File: src/design/abc_isa_pkg.sv
`default_nettype none

package abc_isa_pkg;

    // Datapath and field widths
    localparam int DWIDTH   = 8;
    localparam int AWIDTH   = 8;
    localparam int ICWIDTH  = 8;
    localparam int SWIDTH   = 4;
    localparam int SPWIDTH  = 8;
    localparam int CMDWIDTH = 3;

    // Command field
    localparam logic [CMDWIDTH-1:0] OP_ALU  = 3'd0;
    localparam logic [CMDWIDTH-1:0] OP_TEST = 3'd1;
    localparam logic [CMDWIDTH-1:0] OP_APB  = 3'd2;
    localparam logic [CMDWIDTH-1:0] OP_MISC = 3'd3;
    localparam logic [CMDWIDTH-1:0] OP_JUMP = 3'd4;
    localparam logic [CMDWIDTH-1:0] OP_CALL = 3'd5;
    localparam logic [CMDWIDTH-1:0] OP_RET  = 3'd6;
    localparam logic [CMDWIDTH-1:0] OP_NOP  = 3'd7;

    // Subcommands with a late result
    localparam logic [CMDWIDTH-1:0] APB_WRT_ACM  = 3'd2;
    localparam logic [CMDWIDTH-1:0] APB_WRTZ_ACM = 3'd6;
    localparam logic [CMDWIDTH-1:0] APB_READ     = 3'd3;
    localparam logic [CMDWIDTH-1:0] APB_READZ    = 3'd7;
    localparam logic [CMDWIDTH-1:0] MISC_RAMREAD = 3'd3;
    localparam logic [CMDWIDTH-1:0] MISC_POP     = 3'd5;

    // Instruction as seen on the controller ports
    typedef struct packed {
        logic [ICWIDTH-1:0]  pc;
        logic [CMDWIDTH-1:0] cmd;
        logic [CMDWIDTH-1:0] scmd;
        logic [SWIDTH-1:0]   slot;
        logic [AWIDTH-1:0]   addr;
        logic [DWIDTH-1:0]   data;
    } insn_t;

endpackage

`default_nettype wire

File: src/design/trace_pkg.sv
`default_nettype none

package trace_pkg;

    import abc_isa_pkg::*;

    // Cycle in which the instruction result is visible
    typedef enum logic [1:0] {
        PH_IMMEDIATE = 2'd0,
        PH_APB_READ  = 2'd1,
        PH_MEM_READ  = 2'd2,
        PH_ACM_WRITE = 2'd3
    } phase_t;

    // Bus that carries the recorded operand
    typedef enum logic [1:0] {
        SRC_INSN   = 2'd0,
        SRC_RAM    = 2'd1,
        SRC_PRDATA = 2'd2,
        SRC_PWDATA = 2'd3
    } opsrc_t;

    typedef struct packed {
        logic [ICWIDTH-1:0]  pc;
        logic [CMDWIDTH-1:0] cmd;
        logic [CMDWIDTH-1:0] scmd;
        logic [SWIDTH-1:0]   slot;
        logic [AWIDTH-1:0]   addr;
        logic [DWIDTH-1:0]   operand;
        logic [DWIDTH-1:0]   acc_old;
        logic [DWIDTH-1:0]   acc_new;
        logic                flag;
        logic [SPWIDTH-1:0]  sp;
    } trace_rec_t;

    // ISR entry when enter is set, exit otherwise
    typedef struct packed {
        logic               enter;
        logic [SPWIDTH-1:0] sp;
    } isr_evt_t;

endpackage

`default_nettype wire

File: src/design/abc_insn_classify.sv
`timescale 1ns/100ps
`default_nettype none

module abc_insn_classify
    import abc_isa_pkg::*;
    import trace_pkg::*;
(
    input  insn_t  insn,
    output phase_t phase,
    output opsrc_t opsrc
);

    // Result phase from command and subcommand
    always_comb
    begin
        phase = PH_IMMEDIATE;
        case (insn.cmd)
            OP_ALU, OP_TEST:
            begin
                // Slot bit 0 selects a RAM operand
                if (insn.slot[0])
                begin
                    phase = PH_MEM_READ;
                end
            end
            OP_APB:
            begin
                if (insn.scmd == APB_WRT_ACM || insn.scmd == APB_WRTZ_ACM)
                begin
                    phase = PH_ACM_WRITE;
                end
                else if (insn.scmd == APB_READ || insn.scmd == APB_READZ)
                begin
                    phase = PH_APB_READ;
                end
            end
            OP_MISC:
            begin
                if (insn.scmd == MISC_RAMREAD || insn.scmd == MISC_POP)
                begin
                    phase = PH_MEM_READ;
                end
            end
            default:
            begin
                phase = PH_IMMEDIATE;
            end
        endcase
    end

    // Operand source
    always_comb
    begin
        if (insn.cmd[2:1] == 2'b00 && insn.slot[0])
        begin
            opsrc = SRC_RAM;
        end
        else if (phase == PH_APB_READ)
        begin
            opsrc = SRC_PRDATA;
        end
        else if (phase == PH_ACM_WRITE)
        begin
            opsrc = SRC_PWDATA;
        end
        else
        begin
            opsrc = SRC_INSN;
        end
    end

endmodule

`default_nettype wire

File: src/design/abc_trace_capture.sv
`timescale 1ns/100ps
`default_nettype none

module abc_trace_capture
    import abc_isa_pkg::*;
    import trace_pkg::*;
(
    input  logic               PCLKD,
    input  logic               rst_n,
    input  logic               trace_en,
    input  insn_t              insn,
    input  phase_t             phase,
    input  opsrc_t             opsrc,
    input  logic [DWIDTH-1:0]  ram_dout,
    input  logic [DWIDTH-1:0]  prdata,
    input  logic [DWIDTH-1:0]  pwdata,
    input  logic [DWIDTH-1:0]  acc_old,
    input  logic [DWIDTH-1:0]  acc_new,
    input  logic               flag,
    input  logic [SPWIDTH-1:0] sp,
    input  logic               isr,
    input  logic               debug1,
    input  logic               debug2,
    output trace_rec_t         rec,
    output logic               rec_valid,
    output isr_evt_t           evt,
    output logic               evt_valid
);

    logic              debug1_q;
    logic              in_isr;
    logic              qualify;
    logic              isr_change;
    logic [DWIDTH-1:0] operand;
    trace_rec_t        rec_d;

    // Late phases use debug1 from the previous edge
    assign qualify = trace_en &&
                     ((phase == PH_IMMEDIATE && debug1) ||
                      ((phase == PH_MEM_READ || phase == PH_ACM_WRITE) && debug1_q) ||
                      (phase == PH_APB_READ && debug2));

    assign isr_change = (isr != in_isr);

    always_comb
    begin
        case (opsrc)
            SRC_RAM:    operand = ram_dout;
            SRC_PRDATA: operand = prdata;
            SRC_PWDATA: operand = pwdata;
            default:    operand = insn.data;
        endcase
    end

    always_comb
    begin
        rec_d.pc      = insn.pc;
        rec_d.cmd     = insn.cmd;
        rec_d.scmd    = insn.scmd;
        rec_d.slot    = insn.slot;
        rec_d.addr    = insn.addr;
        rec_d.operand = operand;
        rec_d.acc_old = acc_old;
        rec_d.acc_new = acc_new;
        rec_d.flag    = flag;
        rec_d.sp      = sp;
    end

    // Qualifier and ISR state track inputs even when tracing is off
    always_ff @(posedge PCLKD)
    begin
        if (!rst_n)
        begin
            debug1_q  <= 1'b0;
            in_isr    <= 1'b0;
            rec_valid <= 1'b0;
            evt_valid <= 1'b0;
        end
        else
        begin
            debug1_q  <= debug1;
            in_isr    <= isr;
            rec_valid <= qualify;
            evt_valid <= trace_en && isr_change;
        end
    end

    always_ff @(posedge PCLKD)
    begin
        if (qualify)
        begin
            rec <= rec_d;
        end
        if (isr_change)
        begin
            evt.enter <= isr;
            evt.sp    <= sp;
        end
    end

endmodule

`default_nettype wire

File: src/design/abc_trace_top.sv
`timescale 1ns/100ps
`default_nettype none

module abc_trace_top
    import abc_isa_pkg::*;
    import trace_pkg::*;
(
    input  logic               PCLKD,
    input  logic               rst_n,
    input  logic               trace_en,
    input  insn_t              insn,
    input  logic [DWIDTH-1:0]  ram_dout,
    input  logic [DWIDTH-1:0]  prdata,
    input  logic [DWIDTH-1:0]  pwdata,
    input  logic [DWIDTH-1:0]  acc_old,
    input  logic [DWIDTH-1:0]  acc_new,
    input  logic               flag,
    input  logic [SPWIDTH-1:0] sp,
    input  logic               isr,
    input  logic               debug1,
    input  logic               debug2,
    output trace_rec_t         rec,
    output logic               rec_valid,
    output isr_evt_t           evt,
    output logic               evt_valid
);

    phase_t phase;
    opsrc_t opsrc;

    abc_insn_classify u_classify (
        .insn  (insn),
        .phase (phase),
        .opsrc (opsrc)
    );

    abc_trace_capture u_capture (
        .PCLKD     (PCLKD),
        .rst_n     (rst_n),
        .trace_en  (trace_en),
        .insn      (insn),
        .phase     (phase),
        .opsrc     (opsrc),
        .ram_dout  (ram_dout),
        .prdata    (prdata),
        .pwdata    (pwdata),
        .acc_old   (acc_old),
        .acc_new   (acc_new),
        .flag      (flag),
        .sp        (sp),
        .isr       (isr),
        .debug1    (debug1),
        .debug2    (debug2),
        .rec       (rec),
        .rec_valid (rec_valid),
        .evt       (evt),
        .evt_valid (evt_valid)
    );

endmodule

`default_nettype wire

File: config.mk
export PLATFORM = sky130hd
export DESIGN_NAME = abc_trace_top
export DESIGN_NICKNAME = d
export VERILOG_FILES = /design/src/design/abc_isa_pkg.sv /design/src/design/trace_pkg.sv /design/src/design/abc_insn_classify.sv /design/src/design/abc_trace_capture.sv /design/src/design/abc_trace_top.sv
export SDC_FILE = /design/constraint.sdc
export NUM_CORES = 1
export LEC_CHECK = 0
export BUFFER_PORTS_ARGS = -buffer_cell sky130_fd_sc_hd__clkbuf_2
export CAP_MARGIN = 20
export CORE_ASPECT_RATIO = 0.8
export CORE_MARGIN = 2
export CORE_UTILIZATION = 45
export CTS_CLUSTER_DIAMETER = 60
export CTS_CLUSTER_SIZE = 24
export DETAILED_ROUTE_END_ITERATION = 8
export GPL_TIMING_DRIVEN = 1
export PLACE_DENSITY = 0.93
export SLEW_MARGIN = 40
export SYNTH_ARGS = -nofsm -noshare
export SYNTH_HDL_FRONTEND = slang
export SYNTH_SLANG_ARGS = --single-unit
File: constraint.sdc
create_clock -name PCLKD -period 6.2 [get_ports PCLKD]
set_input_delay 1.24 -clock PCLKD [delete_from_list [all_inputs] [get_ports PCLKD]]
set_output_delay 1.24 -clock PCLKD [all_outputs]
set_load 0.01 [all_outputs]
# After elaboration in Yosys (flattened, before gate mapping)
# Cells that the tools add are included.
totals:
  inputBits: 89
  out_inout_bits: 70
  regBits: 72
op_classes:
  reduce_logical: 16
  eq_ne: 15
  muxes: 9
op_table:
  columns: ["operator", "count"]
  rows:
  - ["$pmux W8 S3", 1]
  - ["$eq A3 B2 Y1 const B", 4]
  - ["$mux W2", 6]
  - ["$eq A3 B3 Y1 const B", 3]
  - ["$eq A2 B2 Y1 const B", 4]
  - ["$logic_and A1 B1 Y1", 6]
  - ["$logic_or A1 B1 Y1", 6]
  - ["$pmux W2 S3", 1]
  - ["$eq A2 B1 Y1 const B", 2]
  - ["$logic_not A2 Y1", 2]
  - ["$eq A3 B1 Y1 const B", 1]
  - ["$logic_not A3 Y1", 1]
  - ["$reduce_or A2 Y1", 1]
  - ["$mux W1", 1]
  - ["$ne A1 B1 Y1", 1]

# Longest topological paths before layout
depth:
  word_depth: 11
  depth_mapped: 5
  ltp_nobuf: 4

# Cells and area by module
# A second synthesis with hierarchy kept.
unflattened:
  hier_cells: 101
  hier_area_um2: 2464.9
by_module_without_submodules:
  columns: ["mod", "area_each_um2", "instances", "cells_per_inst", "seq_area_each_um2"]
  rows:
  - ["abc_trace_capture", 2388.5, 1, 93, 2122.0]
  - ["abc_insn_classify", 76.3, 1, 8, 0.0]

# Worst setup path after synthesis
# Ideal clock, no wire load.
synth_timing:
  path_kind: "in2reg"
  startpoint: "input port insn[23] (netlist name)"
  endpoint: "register u_capture.rec[0] (netlist name)"
  setup_ps: 423
  path_buffers: 1
  arrival_time_ps: 3305
  path_stages: 5
  slack_ps: 2472
  cell_sequence: "nor3b_1 > and3b_1 > buf_4 > nor3_2 > and3b_1"
synth_between:
  elab_chain_len: 9
synth_lines:
  columns: ["item", "line_no", "source"]
  rows:
  - ["from (decl)", "abc_trace_top.sv:11", "input insn_t insn,"]
  - ["$eq A3 B1 Y1 or $logic_not A3 Y1 (tied branches)", "abc_insn_classify.sv:17", "case (insn.cmd)"]
  - ["$reduce_or A2 Y1", "abc_insn_classify.sv:17", null]
  - ["$pmux W2 S3 (*)", "abc_insn_classify.sv:17", null]
  - ["$eq A2 B2 Y1", "abc_trace_capture.sv:40", "((phase == PH_MEM_READ || phase == PH_ACM_WRITE) && debug1_q) ||"]
  - ["$logic_or A1 B1 Y1", "abc_trace_capture.sv:40", null]
  - ["$logic_and A1 B1 Y1", "abc_trace_capture.sv:40", null]
  - ["$logic_or A1 B1 Y1", "abc_trace_capture.sv:39", "((phase == PH_IMMEDIATE && debug1) ||"]
  - ["$logic_or A1 B1 Y1 (*)", "abc_trace_capture.sv:40", null]
  - ["$logic_and A1 B1 Y1 (*)", "abc_trace_capture.sv:38", "assign qualify = trace_en &&"]
  - ["named net u_capture.qualify", "abc_trace_capture.sv:32", "logic qualify;"]
# The timed path passes the listed nets; every way through them passes the cells marked *.
# A chain may end at the register's enable or synchronous reset.

# Worst setup path after layout
layout_timing:
  startpoint: "input port insn[24] (netlist name)"
  endpoint: "register u_capture.rec[41] (netlist name)"
layout_between:
  elab_chain_len: 9
layout_lines:
  columns: ["item", "line_no"]
  rows:
  - ["$eq A3 B1 Y1 or $logic_not A3 Y1 (tied branches)", "abc_insn_classify.sv:17"]
  - ["$reduce_or A2 Y1", "abc_insn_classify.sv:17"]
  - ["$pmux W2 S3 (*)", "abc_insn_classify.sv:17"]
  - ["$eq A2 B2 Y1", "abc_trace_capture.sv:40"]
  - ["$logic_or A1 B1 Y1", "abc_trace_capture.sv:40"]
  - ["$logic_and A1 B1 Y1", "abc_trace_capture.sv:40"]
  - ["$logic_or A1 B1 Y1", "abc_trace_capture.sv:39"]
  - ["$logic_or A1 B1 Y1 (*)", "abc_trace_capture.sv:40"]
  - ["$logic_and A1 B1 Y1 (*)", "abc_trace_capture.sv:38"]
  - ["named net u_capture.qualify", "abc_trace_capture.sv:32"]
# Marks and branches as above.

==> impl_metrics.csv <==
group,metric,value,unit
status,status,"complete, no violations",
place,dp.cells,349,
setup_path,cp-start-kind,"input port",
clock_network,cts_inserted_buffers,9,
timing,finalHoldViolCount,0,
flow_run,drv_cap,0,
logic_synthesis,synthArstFlopShare,0,%
routing,firstDrtPassIters,4,
setup_path,critPathMaxFanout,32,
logic_synthesis,synthTopCellsByArea,"edfxtp_1 82%, dfxtp_1 3.2%, a22oi_1 2.4%",
floorplan,fp.dieH,70.4,µm
clock_network,hold_buffers,0,
routing,via_per_inst,4.82,
timing,timing.hold.ws,0.629,ns
global_route,grt_pass1_vias,1761,
logic_synthesis,yosysMostFrequentCell,"edfxtp_1",
timing,tightest_slew,0.650,ns
finish,final_cells,365,
clock_network,htreeDepth,3,
power_and_ir_drop,intPower,0.000800,W
routing,wire_per_inst,15.3,µm
timing,fmax,296,MHz
power_and_ir_drop,p_leak,1.53,nW
clock_network,cts_setup_buffers,0,
logic_synthesis,syn_area,2480,µm²
logic_synthesis,synth_warnings,0,
timing,period_needed,3.38,ns
logic_synthesis,synth_area_leader_cell,"edfxtp_1",
finish,diodes,0,
global_route,grt_usage,18.7,%
logic_synthesis,synth_edf_count,68,
power_and_ir_drop,p_clk_share,33.1,%
floorplan,die_x,87.0,µm
timing,max-slew-margin-rel,56.6,%
floorplan,start_util,46.2,%
timing,period_share,54.6,%
setup_path,critPathCaptureType,"flip-flop",
power_and_ir_drop,switchingPower,0.000217,W
setup_path,worstSetupPathType,"in2reg",
logic_synthesis,syn_area_per_cell,19.2,µm²
setup_path,critical_path.top_delay_family,"simple AND/OR/NAND/NOR gates",
clock_network,clkTransAtPathRegs,0.07,ns
global_route,antenna_found_initial,0,
finish,fin_nets,384,
floorplan,dieArea,6130,µm²
clock_network,cts_tree,"done",
logic_synthesis,ys_ff_latch,72,
power_and_ir_drop,ir_drop,102,µV
logic_synthesis,yosys-top-cells-count,"68 x edfxtp_1, 9 x nand2_1, 8 x a22oi_1, 8 x a31oi_1, 8 x nor2_1",
setup_path,critical_path.max_stage_delay,0.68,ns
power_and_ir_drop,seqPwrFrac,56.7,%
timing,rsz0062_at_grt,"no",
timing,finalSetupViolations,0,
global_route,grt_start_max_net_pins,33,
timing,drv_slew,0,
floorplan,io_pins,159,
finish,area_delta_synth_final,42.3,%
logic_synthesis,ys_seq_area_share,85.5,%
floorplan,row_count,24,
timing,tns,0,ns
logic_synthesis,netlist_instances,129,
routing,wl,5580,µm
worst_hold_path,hold_path.class,"reg2reg",
finish,layout-drive-gt1-share,59.0,%
power_and_ir_drop,swShare,21.3,%
global_route,grt_pass1_wl,8540,µm
routing,vias,1759,
setup_path,crit_chain,"clkbuf_2 > nor3b_1 > and3b_1 > nor3_2 > and3b_2 > buf_4",
routing,dr.first_iter.drc_count,82,
place,gp_congestion,0.705,
setup_path,crit_arrival,3.36,ns
clock_network,cts_resized,0,
setup_path,required,6.18,ns
finish,n_fill_cell,400,
global_route,grt_overflow_total,0,
timing,finClkSkew,0.0109,ns
setup_path,cp_slowest_cell,"and3b_2",
routing,ant_nets,0,
power_and_ir_drop,power.density,288,nW/µm²
power_and_ir_drop,combPwrFrac,10.2,%
routing,route.detailed.drc,0,
clock_network,numClockSinks,72,
logic_synthesis,synth.net_count,218,
place,portBuffers,158,
setup_path,path_buf_inv,2,
logic_synthesis,synthFlopType,"edfxtp_1",
place,dpl.hpwl,4400,µm
logic_synthesis,yosys.area.top_type_share,82.3,%
floorplan,coreArea,5380,µm²
clock_network,clock_latency,0.33,ns
clock_network,cts-root-buf,"clkbuf_8",
logic_synthesis,ys_types,25,
clock_network,cts_max_path_buffers,2,
-- metal layers --
metal	track usage [%]	vias up	part of all wire (%)
met2	32.0	91	51
met5	0	-	0
met1	22.2	824	38
met4	5.90	0	1.2
li1	-	837	-
met3	6.38	7	9.1
-- worst paths after layout --
path	to	startpoint	depth (start not counted)	slack (ns)
worst max register to register	u_capture.rec[41]	u_capture.debug1_q	3	4.29
worst min-delay path	u_capture.rec_valid	u_capture.debug1_q	2	0.63
worst max-delay path	u_capture.rec[41]	insn[24]	6	2.82
worst min register to register	u_capture.rec_valid	u_capture.debug1_q	2	0.63
-- power by group through the flow --
stage	Combinational, W	Clock, W	Sequential [W]
2_1_floorplan	0.0000244	0	0.000604
3_3_place_gp	0.000101	0	0.000587
3_5_place_dp	0.000105	0	0.000588
4_1_cts	0.000105	0.000346	0.000577
5_1_grt	0.000114	0.000365	0.000580
6_report	0.000104	0.000336	0.000577
-- through the flow --
stage | power (W) | instance area (µm²) | util, % | setup slack [ns]
finish | 0.00102 | 3530 | 65.7 | 2.82
floorplan | 0.000628 | 2480 | - | 2.47
CTS | 0.00103 | 3530 | 65.7 | 2.84
detailed placement | 0.000693 | 3350 | 62.3 | 2.48
global placement | 0.000687 | 3340 | 62.2 | 2.61
global route | 0.00106 | 3530 | 65.7 | 2.63
-- cell usage in the layout (no fill, tap or decap) --
cell and count:
clkbuf_2 158, edfxtp_1 68, nand2_1 9, clkbuf_8 9
a22oi_1 8, nor2_1 8, a31oi_1 8, dfxtp_1 4
clkbuf_1 3, nor3b_1 2, nor2b_1 2, and2_1 2
clkinv_2 2, nand2b_1 1, nand3b_1 1, a21oi_2 1
and3_1 1, and3b_1 1, nand4b_1 1, xnor2_1 1
o22ai_1 1, nor4bb_2 1, mux2_1 1, nor3_2 1
o21bai_1 1, and3b_2 1, xor2_2 1, bufinv_16 1
clkinvlp_4 1, buf_4 1
-- tightest hold or removal path, stage by stage, from the launching register on --
cell	delay, ns
dfxtp_1	0.30
o21bai_1	0.15
nor3b_1	0.14
-- flip-flops by register name (all words and copies together), names as in the netlist --
name and flops:
u_capture.rec 59, u_capture.evt 9, u_capture.debug1_q 1, u_capture.evt_valid 1, u_capture.in_isr 1, u_capture.rec_valid 1
-- cell type report --
class	count	area, µm²	area share, %
Clock buffer	12	135	3.83
Clock inverter	4	47.5	1.35
Multi-Input combinational cell	53	347	9.82
Sequential cell	72	2120	60.1
Tap cell	65	81.3	2.30
Timing Repair Buffer	159	798	22.6
-- cell families (layout without fill, tap and decap cells) --
group / Yosys count / after routing / share of synthesized area, %
xor gates and xnor gates: 2 / 2 / 0.706
muxes: 1 / 1 / 0.454
buffers and inverters: 4 / 175 / 0.857
DFF: 72 / 72 / 85.5
and+or+nand+nor: 31 / 31 / 7.11
AOI/OAI and AO/OA: 19 / 19 / 5.35
(Power assumes the default switching activity.)
